==> src/include/rv_consts.svh <==
`ifndef RV_CONSTS_SVH
`define RV_CONSTS_SVH

// datapath and register file
`define RV_XLEN        32
`define RV_NUM_REGS    32
`define RV_REG_IDX_W   5
`define RV_ZERO_REG    0

// input buffer entries, also the sender's starting credits
`define RV_IN_DEPTH    4

// credits the core holds toward the result consumer
`define RV_OUT_CREDITS 2

// wait-for-interrupt, used as the halt instruction
`define RV_WFI         32'h1050_0073

`endif
==> src/rtl/rv_regfile.sv <==
`timescale 1ns/1ps
`default_nettype none

`include "rv_consts.svh"

module rv_regfile (
	input  logic                     clock,
	input  logic                     rst_n,
	input  logic [`RV_REG_IDX_W-1:0] rd_a_idx,
	output logic [`RV_XLEN-1:0]      rd_a_data,
	input  logic [`RV_REG_IDX_W-1:0] rd_b_idx,
	output logic [`RV_XLEN-1:0]      rd_b_data,
	input  logic                     wr_en,
	input  logic [`RV_REG_IDX_W-1:0] wr_idx,
	input  logic [`RV_XLEN-1:0]      wr_data
);

	logic [`RV_XLEN-1:0] regs [`RV_NUM_REGS-1:1]; // no storage behind x0

	always_ff @(posedge clock) begin
		if (wr_en && wr_idx != `RV_ZERO_REG)
			regs[wr_idx] <= wr_data;
	end

	// a write in this cycle is visible to the reads right away
	always_comb begin
		if (rd_a_idx == `RV_ZERO_REG)                rd_a_data = '0;
		else if (wr_en && wr_idx == rd_a_idx)        rd_a_data = wr_data;
		else                                         rd_a_data = regs[rd_a_idx];

		if (rd_b_idx == `RV_ZERO_REG)                rd_b_data = '0;
		else if (wr_en && wr_idx == rd_b_idx)        rd_b_data = wr_data;
		else                                         rd_b_data = regs[rd_b_idx];
	end

	// decode clears the write enable for rd = x0, so nothing downstream targets it
	a_no_x0_write: assert property (@(posedge clock) disable iff (!rst_n)
		wr_en |-> wr_idx != `RV_ZERO_REG)
		else $error("register file write aimed at x0");

endmodule

`default_nettype wire

==> config.mk <==
export PLATFORM = sky130hd
export DESIGN_NAME = rv_regfile
export DESIGN_NICKNAME = d
export VERILOG_FILES = /design/src/rtl/rv_regfile.sv
export VERILOG_INCLUDE_DIRS = /design/src /design/src/include
export SDC_FILE = /design/constraint.sdc
export NUM_CORES = 1
export LEC_CHECK = 0
export ABC_CLOCK_PERIOD_IN_PS = 10300
export BUFFER_PORTS_ARGS = -buffer_cell sky130_fd_sc_hd__buf_2
export CAP_MARGIN = 15
export CORE_ASPECT_RATIO = 0.5
export CORE_MARGIN = 10
export CORE_UTILIZATION = 45
export DETAILED_ROUTE_END_ITERATION = 10
export PLACE_DENSITY = 0.64
export SLEW_MARGIN = 20
export SYNTH_ARGS = -nofsm -noshare
export SYNTH_HDL_FRONTEND = slang
export SYNTH_SLANG_ARGS = --single-unit
==> constraint.sdc <==
create_clock -name clock -period 10.3 [get_ports clock]
set_clock_uncertainty 0.05 [all_clocks]
set_input_delay 2.06 -clock clock [delete_from_list [all_inputs] [get_ports clock]]
set_output_delay 2.06 -clock clock [all_outputs]
set_load 0.02 [all_outputs]
# [Yosys cells after proc, flatten, opt, wreduce, memory -nomap -nowiden]
# Memory sizes are Yosys's and may differ from the RTL's.
# Cells that the tools add are included.
[op_classes] eq_ne=2 n_mux=6 n_reduce_logical=6
[ops] operator="two-way mux 32 bit" count=4
[ops] operator="== test 5 bit" count=2
[ops] operator="logical NOT 5 bit" count=2
[ops] operator="nonzero test 5 bit" count=1
[ops] operator="logical AND 1 bit" count=3
[ops] operator="two-way mux 1 bit" count=2
[word_totals] ff_bits=0 ram_bits=992 input_bits=50 output_inout_bits=64 word_cells=15 n_memories=1
[mem_list] name="regs" words=31 width=32 rd=2 rd_ports_with_merged_regs=0 wr=1 line="rv_regfile.sv:18" rtl="logic [`RV_XLEN-1:0] regs [`RV_NUM_REGS-1:1];"

# [Logic depth before layout (Yosys ltp)]
[logic_depth] depth_word=4 mapped_depth=10 mapped_depth_nobuf=5

# [Least setup slack after synthesis]
# OpenSTA, ideal clock, no wires.
[synth_timing] kind="input port to output port" startpoint="input port rd_b_idx[0]" endpoint="output port rd_b_data[10]" arrival_ps=3943 required_ps=8190 path_slack_ps=4247 path_stages=7 path_buffers=2 path_cell_list="buf_2 nand2_1 buf_1 a211oi_1 o41ai_1 a21oi_1 o41ai_1"
[synth_via] elab_chain_len=4 elab_cells_between_ends=6 cone_classes="1 x eq/ne; 2 x mux; 2 x reduce/logical; 1 x memory"
[synth_rtl] element="from (decl)" line="rv_regfile.sv:11" rtl="input logic [`RV_REG_IDX_W-1:0] rd_b_idx,"
[synth_rtl] element="parallel branches: the longest is 3 deep, another holds memory (31 x 32 bit)"
[synth_rtl] element="two-way mux 32 bit *" line="rv_regfile.sv:31" rtl="if (rd_b_idx == `RV_ZERO_REG) rd_b_data = '0;"
[synth_rtl] element="to (decl)" line="rv_regfile.sv:12" rtl="output logic [`RV_XLEN-1:0] rd_b_data,"
# Mark *: on every way between the ends.

# [Worst setup path in the final report]
[layout_timing] startpoint="input port rd_b_idx[4]" endpoint="output port rd_b_data[6]"
# The elaborated chain is that of the path after synthesis.

==> metrics.csv <==
metric;value;unit
Synth cell types;51;
CP Capture Point;rd_b_data[6];
num rows;83;
Worst Hold Class;in -> reg;
XOR/XNOR Fraction of Synth Area;0.1856;%
pre-CTS setup slack;2609;ps
global route total overflow;0;
CP Capture Type;output pin;
Post-CTS Resized;0;
Wirelength per Cell;37.32;um
nets;2865;
first-pass iteration count of the detailed router;5;
unrepaired setup endpoints after global routing;no;
Final GP Congestion;0.8256;
Gate power share;10.4;%
Detail Route Antenna Nets;0;
Psw;2.137;mW
Synth area leader;edfxtp_1;
Core ar.;103300;um2
setup ws final;2565;ps
Syn Nets;2809;
sw frac;24.19;%
final instance area;52300;um2
total wire length;160200;um
Crit Path Category;in -> out;
register share of total power;51.1;%
most common cell in the synthesized netlist;edfxtp_1;
Final Hold Viols;0;
Worst slew margin;24.03;%
clock sink count;992;
die height;249.0;um
P per Cell Area;168.9;nW/um2
Avg Cell Area, Syn;17.11;um2
Synth top area share;63.11;%
crit start category;primary input;
Int Pwr;6.696;mW
via count;30440;
Critical path origin;rd_b_idx[4];
Slew @ Worst Pin;1137;ps
Placed Area;49380;um2
setup TNS;0;ps
Post-synth top cells;edfxtp_1, mux4_2, mux2i_1;
Yosys reg bits;992;
CP required;8190;ps
IO buf count;112;
Synth area leaders;edfxtp_1, mux4_2, mux2i_1, mux2_2, nand2_1;
clock buffer depth;3;
Reg clk slew, reported paths;70;ps
adder-cell share of the synthesized area;0;%
cells after synthesis;2759;
Initial DRC Count;4403;
largest net degree at the start of global routing;106;
minimum clock period;7735;ps
Post-Synth Simple-Gate Area;2.998;%
Biggest register;regs;
Yosys warning count;0;
register area share after synthesis;63.11;%
FILL cells;8363;
Power Total;8.833;mW
Initial Utilization;45.68;%
antenna violations before repair;18;
Synth Cell Area;47200;um2
status;completed;
Largest regs;regs: 992 flops;
worst-path maximum fanout;34;
Final Max Tran Viols;0;
Worst IR Drop VDD;0.1114;mV
CTS tree;done;
Max Cap Violations;0;
power share of the clock group;38.6;%
ys async rst share;0;%
layout cell share with drive strength beyond 1;26.91;%
hpwl dp;91310;um
top_reg_cell synth;edfxtp_1;
Synth Area in Compound Gates;8.485;%
vias in the first global route;29580;
Cells after DPL;4122;
DRC Markers;0;
drt via density;7.092;
die width;478.0;um
Max Fclk;0.1293;GHz
mux cell area share after synthesis;22.49;%
hold bufs inserted after CTS;0;
combinational family with the most area after synthesis;multiplexers;
Die ar.;119000;um2
period utilization;75.10;%
TritonCTS Buffers;93;
CTS root buf;clkbuf_16;
Area Growth Syn to Fin;10.81;%
static leakage;16.79;nW
max FFs per register;992;
CP arrival;5630;ps
H-Tree Depth;3;
Post-synth EDFFs;992;
hold_sp;wr_data[25];
Final Instance Count excl. Fillers;4292;
Ports;114;
GRT Total Usage;25.91;%
final setup fails;0;
first-pass GRT wire length;223200;um
postcts setup bufs;0;
layer usage:
layer	GRT usage (%)	vias to the layer above	wire (um)
li1	-	11820	-
met1	36.47	16060	62650
met2	38.18	2128	70470
met3	6.924	418	20050
met4	10.12	16	6814
met5	0.6122	-	192
worst min path at each step:
| stage | endpoint | cells past startpoint | slack [ps] |
|---|---|---|---|
| 2_1_floorplan | regs[10][0]$_DFFE_PP_ | 0 | 2110 |
| 3_3_place_gp | regs[4][23]$_DFFE_PP_ | 1 | 2510 |
| 3_5_place_dp | regs[7][23]$_DFFE_PP_ | 1 | 2530 |
| 4_1_cts | regs[29][25]$_DFFE_PP_ | 1 | 1790 |
| 5_1_grt | regs[4][25]$_DFFE_PP_ | 1 | 1830 |
| 6_report | regs[4][25]$_DFFE_PP_ | 1 | 1830 |
power by group through the flow:
stage               logic (mW)  registers, mW  clock network, mW
detailed placement       0.896           4.60                  0
CTS                      0.899           4.51               3.42
floorplan                0.541           4.59                  0
global route             0.947           4.51               3.58
finish                   0.916           4.51               3.41
global placement         0.889           4.59                  0
worst max-delay path, stage by stage:
cell and delay, ps:
buf_4 440, buf_4 630, xnor2_1 130, nand4_1 200
o21bai_4 280, buf_4 390, o41ai_1 1070, buf_2 320
cell type report:
class	instances	area (um2)	share of cell area, %
diodes	10	25.02	0.04785
clock buffers	111	2416	4.620
clock inverters	49	473.0	0.9043
inverters	3	11.26	0.02153
multi-input cells	1523	16450	31.45
flip-flops and latches	992	29790	56.96
well taps	1402	1754	3.354
repair buffers	202	1385	2.648
metrics by stage:
stage          hold slack [ps]  util (%)
3_3_place_gp              2512     47.79
6_report                  1827     50.62
5_1_grt                   1835     50.60
2_1_floorplan             2109         -
4_1_cts                   1790     50.58
3_5_place_dp              2529     47.79
cells by family (layout without fill, tap and decap cells):
| logic type | Yosys count | in the layout |
|---|---|---|
| other cells | 0 | 10 |
| compound gates | 527 | 527 |
| buf+inv | 244 | 365 |
| simple gates | 320 | 320 |
| mux | 666 | 666 |
| flops | 992 | 992 |
| xor+xnor | 10 | 10 |
cells in the final DEF (no fill, tap or decap), drive strengths merged, types with 36 or more instances in the layout:
master,instances
clkinv,36
mux2i,272
nand2,154
a211oi,58
a21oi,61
mux4,303
mux2,91
nor2,73
o2111ai,37
edfxtp,992
buf,201
o22ai,77
clkbuf,112
Power figures use the tool's default switching activity.
