### config.mk
export PLATFORM = sky130hd
export DESIGN_NAME = rv_result
export DESIGN_NICKNAME = d
export VERILOG_FILES = /design/src/rtl/rv_ctrl_pkg.sv /design/src/rtl/rv_result.sv
export VERILOG_INCLUDE_DIRS = /design/src /design/src/include
export SDC_FILE = /design/constraint.sdc
export NUM_CORES = 1
export LEC_CHECK = 0
export BUFFER_PORTS_ARGS = -buffer_cell sky130_fd_sc_hd__buf_2
export CORE_ASPECT_RATIO = 0.8
export CORE_MARGIN = 8
export CORE_UTILIZATION = 28
export DETAILED_ROUTE_END_ITERATION = 16
export PLACE_DENSITY = 0.86
export REMOVE_ABC_BUFFERS = 1
export SLEW_MARGIN = 20
export SYNTH_ARGS = -nofsm -noshare
export SYNTH_HDL_FRONTEND = slang
export SYNTH_SLANG_ARGS = --single-unit
### constraint.sdc
create_clock -name clock -period 4.97 [get_ports clock]
set_input_delay 0.994 -clock clock [delete_from_list [all_inputs] [get_ports clock]]
set_output_delay 0.994 -clock clock [all_outputs]
set_load 0.1 [all_outputs]
### src/include/rv_consts.svh
`ifndef RV_CONSTS_SVH
`define RV_CONSTS_SVH

// datapath and register file
`define RV_XLEN        32
`define RV_NUM_REGS    32
`define RV_REG_IDX_W   5
`define RV_ZERO_REG    0

// input buffer entries, also the sender's starting credits
`define RV_IN_DEPTH    4

// credits the core holds toward the result consumer
`define RV_OUT_CREDITS 2

// wait-for-interrupt, used as the halt instruction
`define RV_WFI         32'h1050_0073

`endif
### src/rtl/rv_ctrl_pkg.sv
`default_nettype none

package rv_ctrl_pkg;

	typedef enum logic [3:0] {
		ALU_ADD,
		ALU_SUB,
		ALU_SLT,
		ALU_SLTU,
		ALU_AND,
		ALU_OR,
		ALU_XOR,
		ALU_SLL,
		ALU_SRL,
		ALU_SRA,
		ALU_MUL,    // low word
		ALU_MULH,   // high word, signed x signed
		ALU_MULHSU, // high word, signed x unsigned
		ALU_MULHU   // high word, unsigned x unsigned
	} alu_func_e;

	typedef enum logic [1:0] {
		OPA_RS1,
		OPA_PC,
		OPA_ZERO
	} opa_sel_e;

	// immediate is already formed in decode
	typedef enum logic {
		OPB_RS2,
		OPB_IMM
	} opb_sel_e;

	typedef enum logic [1:0] {
		ST_OK,
		ST_HALT,
		ST_ILLEGAL
	} status_e;

endpackage

`default_nettype wire

### src/rtl/rv_result.sv
`timescale 1ns/1ps
`default_nettype none

`include "rv_consts.svh"

module rv_result (
	input  logic                     clock,
	input  logic                     rst_n,
	input  logic                     e_valid,
	input  logic [`RV_XLEN-1:0]      e_pc,
	input  logic [`RV_REG_IDX_W-1:0] e_rd,
	input  logic [`RV_XLEN-1:0]      e_value,
	input  logic                     e_wr_en,
	input  rv_ctrl_pkg::status_e     e_status,
	input  logic                     res_credit,
	output logic                     advance,
	output logic                     wr_en,
	output logic [`RV_REG_IDX_W-1:0] wr_idx,
	output logic [`RV_XLEN-1:0]      wr_data,
	output logic                     halted,
	output logic                     res_valid,
	output logic [`RV_XLEN-1:0]      res_pc,
	output logic [`RV_REG_IDX_W-1:0] res_rd,
	output logic [`RV_XLEN-1:0]      res_value,
	output rv_ctrl_pkg::status_e     res_status
);

	localparam int CNT_W = $clog2(`RV_OUT_CREDITS + 1);

	logic [CNT_W-1:0] credits;
	logic             has_credit;
	logic             retire;

	assign has_credit = credits != '0;
	assign retire     = e_valid && !halted && has_credit;
	assign advance    = !e_valid || halted || has_credit; // after a halt the entry just drains

	assign wr_en   = retire && e_wr_en;
	assign wr_idx  = e_rd;
	assign wr_data = e_value;

	assign res_valid  = retire;
	assign res_pc     = e_pc;
	assign res_rd     = e_rd;
	assign res_value  = e_value;
	assign res_status = e_status;

	always_ff @(posedge clock or negedge rst_n) begin
		if (!rst_n) begin
			credits <= CNT_W'(`RV_OUT_CREDITS);
			halted  <= 1'b0;
		end else begin
			credits <= credits + CNT_W'(res_credit) - CNT_W'(retire);
			if (retire && e_status == rv_ctrl_pkg::ST_HALT)
				halted <= 1'b1; // sticky
		end
	end

	// the consumer returns no more than was spent
	a_credit_max: assert property (@(posedge clock) disable iff (!rst_n)
		credits <= CNT_W'(`RV_OUT_CREDITS))
		else $error("output credits above the initial grant");

endmodule

`default_nettype wire

* After elaboration in Yosys (flattened, before gate mapping) *
Cells that the tools add are included.

operators by class
  $add $sub $neg = 2
  equal/unequal tests = 1
  reduce and logical (&&, ||, !) cells = 9

operator list
  cell                                                 count
  logical AND 1 bit                                    4
  adder 2 x 1 -> 2 bit                                 1
  equality test 2 x 1 -> 1 bit, second input constant  1
  zero test 1 bit                                      2
  logical OR 1 bit                                     2
  nonzero test 2 bit                                   1
  subtractor 2 x 1 -> 2 bit                            1

storage, ports and cells
  register bits after elaboration = 3
  bits of input ports = 76
  output and inout port bits = 112
  word-level logic and storage cells = 14

* Longest topological paths before layout *
  word-level depth = 4
  gate-level depth with buffers = 5
  gate-level depth less buffers = 5

* Worst setup path before layout *
Ideal clock, no wire load.

  kind = input-to-output
  from = in e_valid
  to = out res_valid
  arrival time = 2.626 ns
  required time = 3.976 ns
  path slack = 1.350 ns
  stages = 2
  path buffers = 0
  cell sequence = nor2b_1 > nor2b_1

between the ends
  word-level cells in the longest chain between the ends = 2

ends and longest elaborated chain
  what                            line             source
  start, declared                 rv_result.sv:9   input logic e_valid,
  logical AND 1 bit (2 in a row)  rv_result.sv:35  assign retire = e_valid && !halted && has_credit;
  end, declared                   rv_result.sv:21  output logic res_valid,

Every way passes these cells.

* Worst setup path after layout *
  from = in e_valid
  to = out wr_en

between the ends
  word-level cells in the longest chain between the ends = 3

ends and longest elaborated chain
  what                            line             source
  logical AND 1 bit (2 in a row)  rv_result.sv:35
  logical AND 1 bit               rv_result.sv:38  assign wr_en = retire && e_wr_en;
  end, declared                   rv_result.sv:17  output logic wr_en,

Every way passes these cells.

==> impl_metrics.toml <==
[outcome]
status = "complete, no violations"

[sta]
slew_headroom_pct = 67.4
slew_viol_final = 0
fmax_ghz = 0.330
rsz0062_at_grt = "no"
min_period_ns = 3.03
hold_violations = 0
fin_skew_ns = 0.00341
min_period_over_period_pct = 61.0
setup_tns_ns = 0
hold_ws_ns = 0.507
tightest_slew_ns = 0.493
setup_viol = 0

[critical_path]
cp_top_family = "simple AND/OR/NAND/NOR gates"
crit_chain = "buf_2, nor2b_1, and3b_1, buf_2"
cpPeakStageDelay_ns = 0.42
worst_ep_arrival_time_ns = 2.04
start_kind = "input pin"
critPathBufInv = 2
crit_path_frequent_cell = "buf_2"
cp_max_fo = 5
critPathRequiredTime_ns = 3.98
setup.worst_path.class = "in -> out"
end_kind = "primary output"
crit_slowest_cell = "buf_2"

[cells_and_area]
layout_commonest_cell = "buf_2"
final_cell_mix = "12 x buf_2, 4 x nor2b_1, 3 x clkbuf_8"
antenna-diode-count = 0
syn_to_final_growth_pct = -65.1
drive_above_1_share_pct = 51.4
n_fill_cell = 415
nNetsFinal = 113

[drt]
dr.pass1.iters = 4
drt_iter0_markers = 23
finalWirelength_microns = 6940
ant_nets = 0
routed_via_density = 5.13
drt_drc_violations_left = 0
vias = 395
wl_per_cell_microns = 90.2

[clocking]
clockRootBuffer = "clkbuf_8"
clock_tree.buffer_depth = 2
clk_pin_slew_ns = 0.03
clk-insertion-delay-late_ns = 0.22
cts_resized = 0
cts_hold_buf = 0
h-tree-depth = 1
cts_sinks = 3
cts_inserted_buffers = 3
postCtsSetupRepairBufs = 0
cts_tree = "built"

[logic_synthesis]
seq_area_frac_synth_pct = 7.61
synth_top_cells_by_area = "buf_4 81%, dfrtp_1 5.0%, dfstp_2 2.6%"
ys_seq_elements = 3
ys.warnings.count = 0
ys_types = 14
avgSynthCellArea_sq_um = 7.90
yosys.area.top_type = "buf_4"
syn_area_sq_um = 1000
yosysTopAreaCellShare_pct = 80.8
synthesis.instances = 127

[global_routing]
antenna_found_initial = 0
grt_max_degree = 6
grt_pass1_wl_microns = 7960
overflow = 0
grt_usage_pct = 22.4
grt_pass1_vias = 377

[placed_design]
globalplace.congestion = 0.796
port_buffers = 12

[die]
num_rows = 19
core-area_sq_um = 3420
die_h_microns = 69.5
die_w_microns = 82.9
ios = 188
start_util_pct = 29.3
die-area_sq_um = 5770

[flow_run]
maxCapViolations = 0

[power]
ir_worst_vdd_mv = 0.0881
p_per_area_nw_per_um2 = 449
leakagePower_nw = 0.160

[hold_path]
min-delay-path-class = "reg -> reg"
through the flow:
stage	total power, mW	cells	instance area [sq um]	util, %	worst slack, ns
finish	0.157	77	350	10.2	1.94
global route	0.169	77	350	10.2	1.85
detailed placement	0.0876	73	305	8.92	1.94
CTS	0.160	77	350	10.2	1.94
global placement	0.0858	73	305	8.92	1.95
floorplan	0.0688	19	193	-	1.35
Yosys cell counts:
cell type / instances
or3b_1: 1
inv_1: 1
nand2_1: 2
mux2_1: 1
dfstp_2: 1
ha_1: 1
and3b_1: 1
nor2_1: 1
and2b_2: 2
buf_4: 108
o31ai_1: 1
nor2b_1: 4
dfrtp_1: 2
a221o_1: 1
final cells by class:
class                           instances  area [sq um]  area share, %
Inverter                                1          3.75           1.07
Sequential cell                         3          76.3           21.8
Clock buffer                            4          45.0           12.9
Multi-Input combinational cell         15           113           32.1
Tap cell                               42          52.6           15.0
Timing Repair Buffer                   12          60.1           17.1
where the power goes:
| part | internal (mW) | switching, mW |
|---|---|---|
| clock | 0.0546 | 0.0155 |
| combinational | 0.0209 | 0.0227 |
| sequential | 0.0360 | 0.00759 |
| total | 0.112 | 0.0458 |
cell families after synthesis:
group	after synthesis	share of synthesized area, %
compound gates	2	1.75
flops	3	7.61
fa+ha+maj	1	1.25
buf+inv	109	81.2
mux	1	1.12
simple gates	11	7.11
worst register-to-register path: stages (launching register included):
cell and delay [ns]:
dfrtp_1 0.38, nor2b_1 0.32, mux2_1 0.37, ha_1 0.21
and2b_2 0.20, a221o_1 0.35
state kept, by name, indices dropped and copies added (netlist names):
| signal | count |
|---|---|
| credits | 2 |
| halted | 1 |
per-layer routing:
layer	global-route usage [%]	up-vias	share of wire [%]
met4	5.84	0	3.3
met2	33.8	160	44
met5	0	-	0
met1	6.50	127	11
met3	47.8	12	42
li1	-	96	-
path summary, 6_finish.rpt:
| path | slack [ns] | cells after the start | to | from |
|---|---|---|---|---|
| max | 1.94 | 4 | wr_en | e_valid |
| min reg2reg | 0.51 | 2 | halted | halted |
| min in group asynchronous | 0.57 | 1 | credits[0] | rst_n |
| max in group asynchronous | 4.21 | 1 | credits[1] | rst_n |
| min | 0.51 | 2 | halted | halted |
| max reg2reg | 3.07 | 5 | credits[1] | halted |
(Power assumes the default switching activity.)
