## config.mk

```make
export PLATFORM = sky130hd
export DESIGN_NAME = rv_execute
export DESIGN_NICKNAME = d
export VERILOG_FILES = /design/src/rtl/rv_ctrl_pkg.sv /design/src/rtl/rv_execute.sv
export VERILOG_INCLUDE_DIRS = /design/src /design/src/include
export SDC_FILE = /design/constraint.sdc
export NUM_CORES = 2
export LEC_CHECK = 0
export ABC_AREA = 1
export BUFFER_PORTS_ARGS = -buffer_cell sky130_fd_sc_hd__clkbuf_2
export CAP_MARGIN = 10
export CORE_ASPECT_RATIO = 0.9
export CORE_MARGIN = 2
export CORE_UTILIZATION = 50
export CTS_CLUSTER_DIAMETER = 200
export CTS_CLUSTER_SIZE = 10
export DETAILED_ROUTE_END_ITERATION = 7
export PLACE_DENSITY = 0.78
export SYNTH_ARGS = -nofsm -noshare
export SYNTH_HDL_FRONTEND = slang
export SYNTH_SLANG_ARGS = --single-unit
```

## constraint.sdc

```tcl
create_clock -name clock -period 13.1 [get_ports clock]
set_input_delay 3.93 -clock clock [delete_from_list [all_inputs] [get_ports clock]]
set_output_delay 3.93 -clock clock [all_outputs]
set_load 0.1 [all_outputs]
```

## src/include/rv_consts.svh

```systemverilog
`ifndef RV_CONSTS_SVH
`define RV_CONSTS_SVH

// datapath and register file
`define RV_XLEN        32
`define RV_NUM_REGS    32
`define RV_REG_IDX_W   5
`define RV_ZERO_REG    0

// input buffer entries, also the sender's starting credits
`define RV_IN_DEPTH    4

// credits the core holds toward the result consumer
`define RV_OUT_CREDITS 2

// wait-for-interrupt, used as the halt instruction
`define RV_WFI         32'h1050_0073

`endif
```

## src/rtl/rv_ctrl_pkg.sv

```systemverilog
`default_nettype none

package rv_ctrl_pkg;

	typedef enum logic [3:0] {
		ALU_ADD,
		ALU_SUB,
		ALU_SLT,
		ALU_SLTU,
		ALU_AND,
		ALU_OR,
		ALU_XOR,
		ALU_SLL,
		ALU_SRL,
		ALU_SRA,
		ALU_MUL,    // low word
		ALU_MULH,   // high word, signed x signed
		ALU_MULHSU, // high word, signed x unsigned
		ALU_MULHU   // high word, unsigned x unsigned
	} alu_func_e;

	typedef enum logic [1:0] {
		OPA_RS1,
		OPA_PC,
		OPA_ZERO
	} opa_sel_e;

	// immediate is already formed in decode
	typedef enum logic {
		OPB_RS2,
		OPB_IMM
	} opb_sel_e;

	typedef enum logic [1:0] {
		ST_OK,
		ST_HALT,
		ST_ILLEGAL
	} status_e;

endpackage

`default_nettype wire

```

## src/rtl/rv_execute.sv

```systemverilog
`timescale 1ns/1ps
`default_nettype none

`include "rv_consts.svh"

module rv_execute (
	input  logic                     clock,
	input  logic                     rst_n,
	input  logic                     advance,
	input  logic                     d_valid,
	input  logic [`RV_XLEN-1:0]      d_pc,
	input  logic [`RV_REG_IDX_W-1:0] d_rd,
	input  logic [`RV_REG_IDX_W-1:0] d_rs1,
	input  logic [`RV_REG_IDX_W-1:0] d_rs2,
	input  logic [`RV_XLEN-1:0]      d_op_a,
	input  logic [`RV_XLEN-1:0]      d_op_b,
	input  logic [`RV_XLEN-1:0]      d_imm,
	input  rv_ctrl_pkg::opa_sel_e    d_opa_sel,
	input  rv_ctrl_pkg::opb_sel_e    d_opb_sel,
	input  rv_ctrl_pkg::alu_func_e   d_alu_func,
	input  logic                     d_wr_en,
	input  rv_ctrl_pkg::status_e     d_status,
	output logic                     e_valid,
	output logic [`RV_XLEN-1:0]      e_pc,
	output logic [`RV_REG_IDX_W-1:0] e_rd,
	output logic [`RV_XLEN-1:0]      e_value,
	output logic                     e_wr_en,
	output rv_ctrl_pkg::status_e     e_status
);

	localparam int SHAMT_W = $clog2(`RV_XLEN);

	logic [`RV_XLEN-1:0]          rs1_val;
	logic [`RV_XLEN-1:0]          rs2_val;
	logic [`RV_XLEN-1:0]          opa;
	logic [`RV_XLEN-1:0]          opb;
	logic [SHAMT_W-1:0]           shamt;
	logic                         signed_a;
	logic                         signed_b;
	logic signed [`RV_XLEN:0]     mul_a; // one extra bit carries the sign treatment
	logic signed [`RV_XLEN:0]     mul_b;
	logic signed [2*`RV_XLEN+1:0] mul_p;
	logic [`RV_XLEN-1:0]          alu_out;

	// the entry one ahead has not reached the register file yet
	assign rs1_val = (e_valid && e_wr_en && e_rd == d_rs1) ? e_value : d_op_a;
	assign rs2_val = (e_valid && e_wr_en && e_rd == d_rs2) ? e_value : d_op_b;

	always_comb begin
		case (d_opa_sel)
			rv_ctrl_pkg::OPA_RS1: opa = rs1_val;
			rv_ctrl_pkg::OPA_PC:  opa = d_pc;
			default:              opa = '0;
		endcase
	end

	assign opb   = (d_opb_sel == rv_ctrl_pkg::OPB_IMM) ? d_imm : rs2_val;
	assign shamt = opb[SHAMT_W-1:0];

	assign signed_a = d_alu_func inside {rv_ctrl_pkg::ALU_MULH, rv_ctrl_pkg::ALU_MULHSU};
	assign signed_b = d_alu_func == rv_ctrl_pkg::ALU_MULH;
	assign mul_a    = {signed_a && opa[`RV_XLEN-1], opa};
	assign mul_b    = {signed_b && opb[`RV_XLEN-1], opb};
	assign mul_p    = mul_a * mul_b;

	always_comb begin
		case (d_alu_func)
			rv_ctrl_pkg::ALU_SUB:  alu_out = opa - opb;
			rv_ctrl_pkg::ALU_SLT:  alu_out = {31'b0, $signed(opa) < $signed(opb)};
			rv_ctrl_pkg::ALU_SLTU: alu_out = {31'b0, opa < opb};
			rv_ctrl_pkg::ALU_AND:  alu_out = opa & opb;
			rv_ctrl_pkg::ALU_OR:   alu_out = opa | opb;
			rv_ctrl_pkg::ALU_XOR:  alu_out = opa ^ opb;
			rv_ctrl_pkg::ALU_SLL:  alu_out = opa << shamt;
			rv_ctrl_pkg::ALU_SRL:  alu_out = opa >> shamt;
			rv_ctrl_pkg::ALU_SRA:  alu_out = $signed(opa) >>> shamt;
			rv_ctrl_pkg::ALU_MUL:  alu_out = mul_p[`RV_XLEN-1:0];
			rv_ctrl_pkg::ALU_MULH, rv_ctrl_pkg::ALU_MULHSU,
			rv_ctrl_pkg::ALU_MULHU: alu_out = mul_p[2*`RV_XLEN-1:`RV_XLEN];
			default:               alu_out = opa + opb; // ADD, also LUI and AUIPC
		endcase
	end

	always_ff @(posedge clock or negedge rst_n) begin
		if (!rst_n) begin
			e_valid <= 1'b0;
			e_wr_en <= 1'b0;
		end else if (advance) begin
			e_valid <= d_valid;
			e_wr_en <= d_valid && d_wr_en;
		end
	end

	always_ff @(posedge clock) begin
		if (advance) begin
			e_pc     <= d_pc;
			e_rd     <= d_rd;
			e_status <= d_status;
			e_value  <= (d_status == rv_ctrl_pkg::ST_OK) ? alu_out : '0; // illegal, halt carry 0
		end
	end

endmodule

`default_nettype wire

```

== After elaboration in Yosys (flattened, before gate mapping) ==
Index checks and enable logic that the tools add are counted.

* Register bits after elaboration: 73
* Bits of input ports: 157
* Output and inout port bits: 73
* Logic and storage cells: 48

* Add/sub/neg operators: 2
* $mul: 1
* $lt $le $gt $ge: 2
* Eq/ne operators: 16
* Shift-type cells: 3
* Muxes and demuxes: 5
* Bitwise operators: 3
* Reductions and logical operators: 10

{| class="wikitable"
|+ Operator list
! operator !! count
|-
| $pmux W32 S11 || 1
|-
| $mux W32 || 3
|-
| $lt A32 B32 Y1 || 2
|-
| $mul A33 B33 Y64 || 1
|-
| $pmux W32 S2 || 1
|-
| $add A32 B32 Y32 || 1
|-
| $and A32 B32 Y32 || 1
|-
| $or A32 B32 Y32 || 1
|-
| $shl A32 B5 Y32 || 1
|-
| $shr A32 B5 Y32 || 1
|-
| $sshr A32 B5 Y32 || 1
|-
| $sub A32 B32 Y32 || 1
|-
| $xor A32 B32 Y32 || 1
|-
| $eq A4 B4 Y1 const B || 6
|-
| $eq A4 B3 Y1 const B || 4
|-
| $eq A5 B5 Y1 || 2
|-
| $eq A4 B2 Y1 const B || 2
|-
| $logic_and A1 B1 Y1 || 6
|-
| $eq A4 B1 Y1 const B || 1
|-
| $logic_not A2 Y1 || 2
|-
| $reduce_or A3 Y1 || 1
|-
| $eq A2 B1 Y1 const B || 1
|-
| $reduce_bool A2 Y1 || 1
|}

== Logic depth before layout (Yosys ltp) ==
* Depth after elaboration: 7
* Gate-level depth with buffers: 48
* Gate-level depth less buffers: 45

== Worst setup path before layout ==
No wires, ideal clock.

* Path kind: input -> register
* Start point: in d_opb_sel
* End point: reg e_value[23], data pin
* Setup time: 250 ps
* Arrival time: 12134 ps
* Required time: 12850 ps
* Slack: 716 ps
* Stages: 36
* Path buffers: 5
* Cells stage by stage: buf_2 -> inv_1 -> buf_4 -> buf_2 -> buf_1 -> o211ai_1 -> and2_1 -> inv_1 -> buf_1 -> nand2_1 -> fa_1 -> fa_1 -> fa_1 -> fa_1 -> inv_1 -> fa_1 -> fa_1 -> fa_1 -> inv_1 -> fa_1 -> inv_1 -> ha_1 -> a21oi_1 -> inv_1 -> a31oi_1 -> o21ai_0 -> a31oi_1 -> nand3_1 -> or2_2 -> nand3_1 -> nand2_1 -> nand3b_1 -> nor2_1 -> nand3_1 -> nand2_1 -> inv_1

* Word-level cells in the longest chain between the ends: 4
* Elaborated cells on any way between the ends: 12
* Those cells by class: 2 x add/sub; 1 x mul; 3 x shift; 2 x mux; 3 x bitwise; 1 x reduce/logical

{| class="wikitable"
|+ Ends and longest elaborated chain
! element !! RTL line !! source
|-
| start, declared || rv_execute.sv:19 || <nowiki>input rv_ctrl_pkg::opb_sel_e d_opb_sel,</nowiki>
|-
| $mux W32 (*) || rv_execute.sv:57 || <nowiki>assign opb = (d_opb_sel == rv_ctrl_pkg::OPB_IMM) ? d_imm : rs2_val;</nowiki>
|-
| $logic_and A1 B1 Y1 || rv_execute.sv:63 || <nowiki>assign mul_b = {signed_b && opb[`RV_XLEN-1], opb};</nowiki>
|-
| $mul A33 B33 Y64 || rv_execute.sv:64 || <nowiki>assign mul_p = mul_a * mul_b;</nowiki>
|-
| $pmux W32 S11 (*) || rv_execute.sv:67 || <nowiki>case (d_alu_func)</nowiki>
|-
| end signal, assigned || rv_execute.sv:99 || <nowiki>e_value <= (d_status == rv_ctrl_pkg::ST_OK) ? alu_out : '0;</nowiki>
|-
| end, declared || rv_execute.sv:26 || <nowiki>output logic [`RV_XLEN-1:0] e_value,</nowiki>
|}

Every way passes the cells marked *; elsewhere a longest branch is shown, timed or not.
A chain may end at the register's enable or synchronous reset.

== Worst setup path in the final report ==
* Start point: in d_rs2[1]
* End point: reg e_value[10], data pin

* Word-level cells in the longest chain between the ends: 7
* Elaborated cells on any way between the ends: 15
* Those cells by class: 2 x add/sub; 1 x mul; 1 x eq/ne; 3 x shift; 3 x mux; 3 x bitwise; 2 x reduce/logical

{| class="wikitable"
|+ Ends and longest elaborated chain
! element !! RTL line !! source
|-
| start, declared || rv_execute.sv:14 || <nowiki>input logic [`RV_REG_IDX_W-1:0] d_rs2,</nowiki>
|-
| $eq A5 B5 Y1 (*) || rv_execute.sv:47 || <nowiki>assign rs2_val = (e_valid && e_wr_en && e_rd == d_rs2) ? e_value : d_op_b;</nowiki>
|-
| $logic_and A1 B1 Y1 (*) || rv_execute.sv:47 ||
|-
| $mux W32 (*) || rv_execute.sv:47 ||
|-
| $mux W32 (*) || rv_execute.sv:57 ||
|-
| $logic_and A1 B1 Y1 || rv_execute.sv:63 ||
|-
| $mul A33 B33 Y64 || rv_execute.sv:64 ||
|-
| $pmux W32 S11 (*) || rv_execute.sv:67 ||
|}

Marks and branches as above.

==> results_dict.tcl <==
set metrics [dict create \
    final_max_slew_viol_count 0 \
    grt_usage 0.4546 \
    placed_area_mm2 0.05992 \
    antenna_found_initial 8 \
    root_buffer "clkbuf_16" \
    fmax_mhz 76.89 \
    syn_area_mm2 0.05363 \
    setup_viol 0 \
    clock_latency_ns 0.38 \
    clockBufferDepth 2 \
    crit_arrival_ns 13.15 \
    fin_crit_ns 13.01 \
    top_layer "met5" \
    ys_warn_count 0 \
    met3_length_um 27700 \
    drtIter0Drc 6863 \
    dpl.hpwl_um 210300 \
    core_area_mm2 0.1059 \
    critPathBufInv 16 \
    critPathSlowestCell "fa_1" \
    crit_fanout 24 \
    grt_max_degree 60 \
    cts_sinks 73 \
    ant_nets 0 \
    chipWidth_um 349.2 \
    endpoint_kind "flip-flop" \
    cts_buffers 9 \
    gp_congestion 1.143 \
    synth.distinct_cells 63 \
    synth_commonest_cells "inv_1, nand2_1, fa_1" \
    synth_most_common_cell "inv_1" \
    area_delta_synth_final_pct 12.50 \
    portBuffers 229 \
    synth-seq-cells 73 \
    synth.top_cells.by_area "fa_1, inv_1, nand2_1, ha_1, nand3_1" \
    synth_top_area_frac 0.4207 \
    vias 52271 \
    fin_crit_sh 0.9928 \
    drive_gt1_frac 0.1264 \
    cap_viol_max_count 0 \
    timing.clock.skew_ns 0.01881 \
    synthArstFlopShare 0.02740 \
    drc 0 \
    synth_nets 8936 \
    hold_violations 0 \
    drt_first_pass_iters 6 \
    yosys.area.top_type "fa_1" \
    critPathLaunchType "input pin" \
    multi_input_area_mm2 0.04233 \
    tightest_slew_ns 1.373 \
    via_per_inst 5.695 \
    fill_cells 9909 \
    seq_area_mm2 0.002182 \
    critPathMaxStageDelay_ns 0.59 \
    ys.flop_type "edfxtp_1" \
    gr-total-overflow 0 \
    htreeDepth 3 \
    nets 9383 \
    final_cell_area_mm2 0.06033 \
    die-area_mm2 0.1099 \
    setup_tns_ns 0 \
    seq_area_frac_synth 0.04069 \
    wl_met1_um 99610 \
    start_util 0.5064 \
    crit_type "input pin to flip-flop" \
    first_global_vias 52755 \
    grt_pass1_wl_um 359700 \
    ctsHoldBuffers 0 \
    worst_slew_margin_rel 0.08144 \
    cts_tree "yes" \
    min_path_type "flip-flop to flip-flop" \
    wl_per_cell_um 26.90 \
    drt-total-wl_um 246900 \
    status "finished, final reports clean" \
    holdWs_ns 0.5762 \
    cp_top_family "adder cells" \
    clk_pin_slew_ns 0.08 \
    wl_met2_um 104500 \
    required_ns 13.24 \
    synth_edf_count 71 \
    syn_avg_cell_area_um2 7.303 \
    synthCells 7343 \
    die_y_um 314.7 \
    row_count 113 \
    io_pins 230 \
]
worst min-delay path, cell delays in order, from the launching register on:
cell,delay [ns]
dfrtp_1,0.40
inv_1,0.05
o21ai_0,0.08
sequential cells by signal, summed over array words and instances (netlist names):
register	count
e_pc	32
e_status	2
e_rd	5
e_valid	1
e_value	32
e_wr_en	1
layout make-up:
cell class,count,area share
flip-flops and latches,73,0.03617
well taps,1380,0.02862
repair buffers,769,0.1006
clock inverters,7,0.0009955
diodes,4,0.0001659
multi-input cells,4882,0.7017
inverters,2055,0.1280
clock buffers,9,0.003733
cell usage in the layout (no fill, tap or decap), types with 15 or more instances in the layout:
master       n
nand2_2     46
a21oi_1    218
nand4_1     79
o21ai_0    162
nor2_1     308
o22ai_1     15
nand3_1    437
fa_1      1124
nand2_1   1776
buf_12      69
inv_1     2011
o21ai_1     37
or2_2       21
o21bai_1    15
buf_4      471
clkbuf_2   228
edfxtp_1    71
ha_1       307
a21o_1      17
xor2_1      28
and2_1      18
nand3_2     16
o211ai_1    50
nor3_1      24
inv_2       36
path summary, 6_finish.rpt:
path	start	to	slack [ns]	depth (start not counted)
setup / recovery	d_rs2[1]	e_value[10]$_SDFFCE_PP0P_	0.09	41
hold / removal	e_wr_en$_DFFE_PN0P_	e_wr_en$_DFFE_PN0P_	0.58	2
setup reg to reg	e_valid$_DFFE_PN0P_	e_value[10]$_SDFFCE_PP0P_	3.04	40
hold reg to reg	e_wr_en$_DFFE_PN0P_	e_wr_en$_DFFE_PN0P_	0.58	2
max in group asynchronous	rst_n	e_valid$_DFFE_PN0P_	9.68	1
min in group asynchronous	rst_n	e_wr_en$_DFFE_PN0P_	3.32	1
repair_timing:
item / in CTS / in global routing
endpoints found under the setup margin: 2 / 16
buffers inserted: 0 / 1
gates resized for setup: 2 / 43
pin swaps: 0 / 2
layer usage:
metal,vias up,GRT usage
li1,22406,-
met1,25930,0.6417
met2,3319,0.6718
met5,-,0
met4,4,0.2146
met3,612,0.09275
metrics by stage:
step                      setup WS (ns)    util  cells
after floorplan                  0.7159       -   7343
after global placement          -0.4780  0.5658   9158
after detailed placement        -0.5401  0.5658   9158
after CTS                       0.08833  0.5686   9174
after global routing           -0.01130  0.5696   9175
final                           0.09395  0.5697   9179
cells by family after synthesis:
logic type,share of synthesized area
compound gates,0.06724
mux,0.0002100
flops,0.04069
buf+inv,0.1724
xor+xnor,0.006370
simple gates,0.2203
fa+ha+maj,0.4928
Power is not shown: default switching activity piles up to over one toggle a cycle in this logic, so the estimate is an artifact.
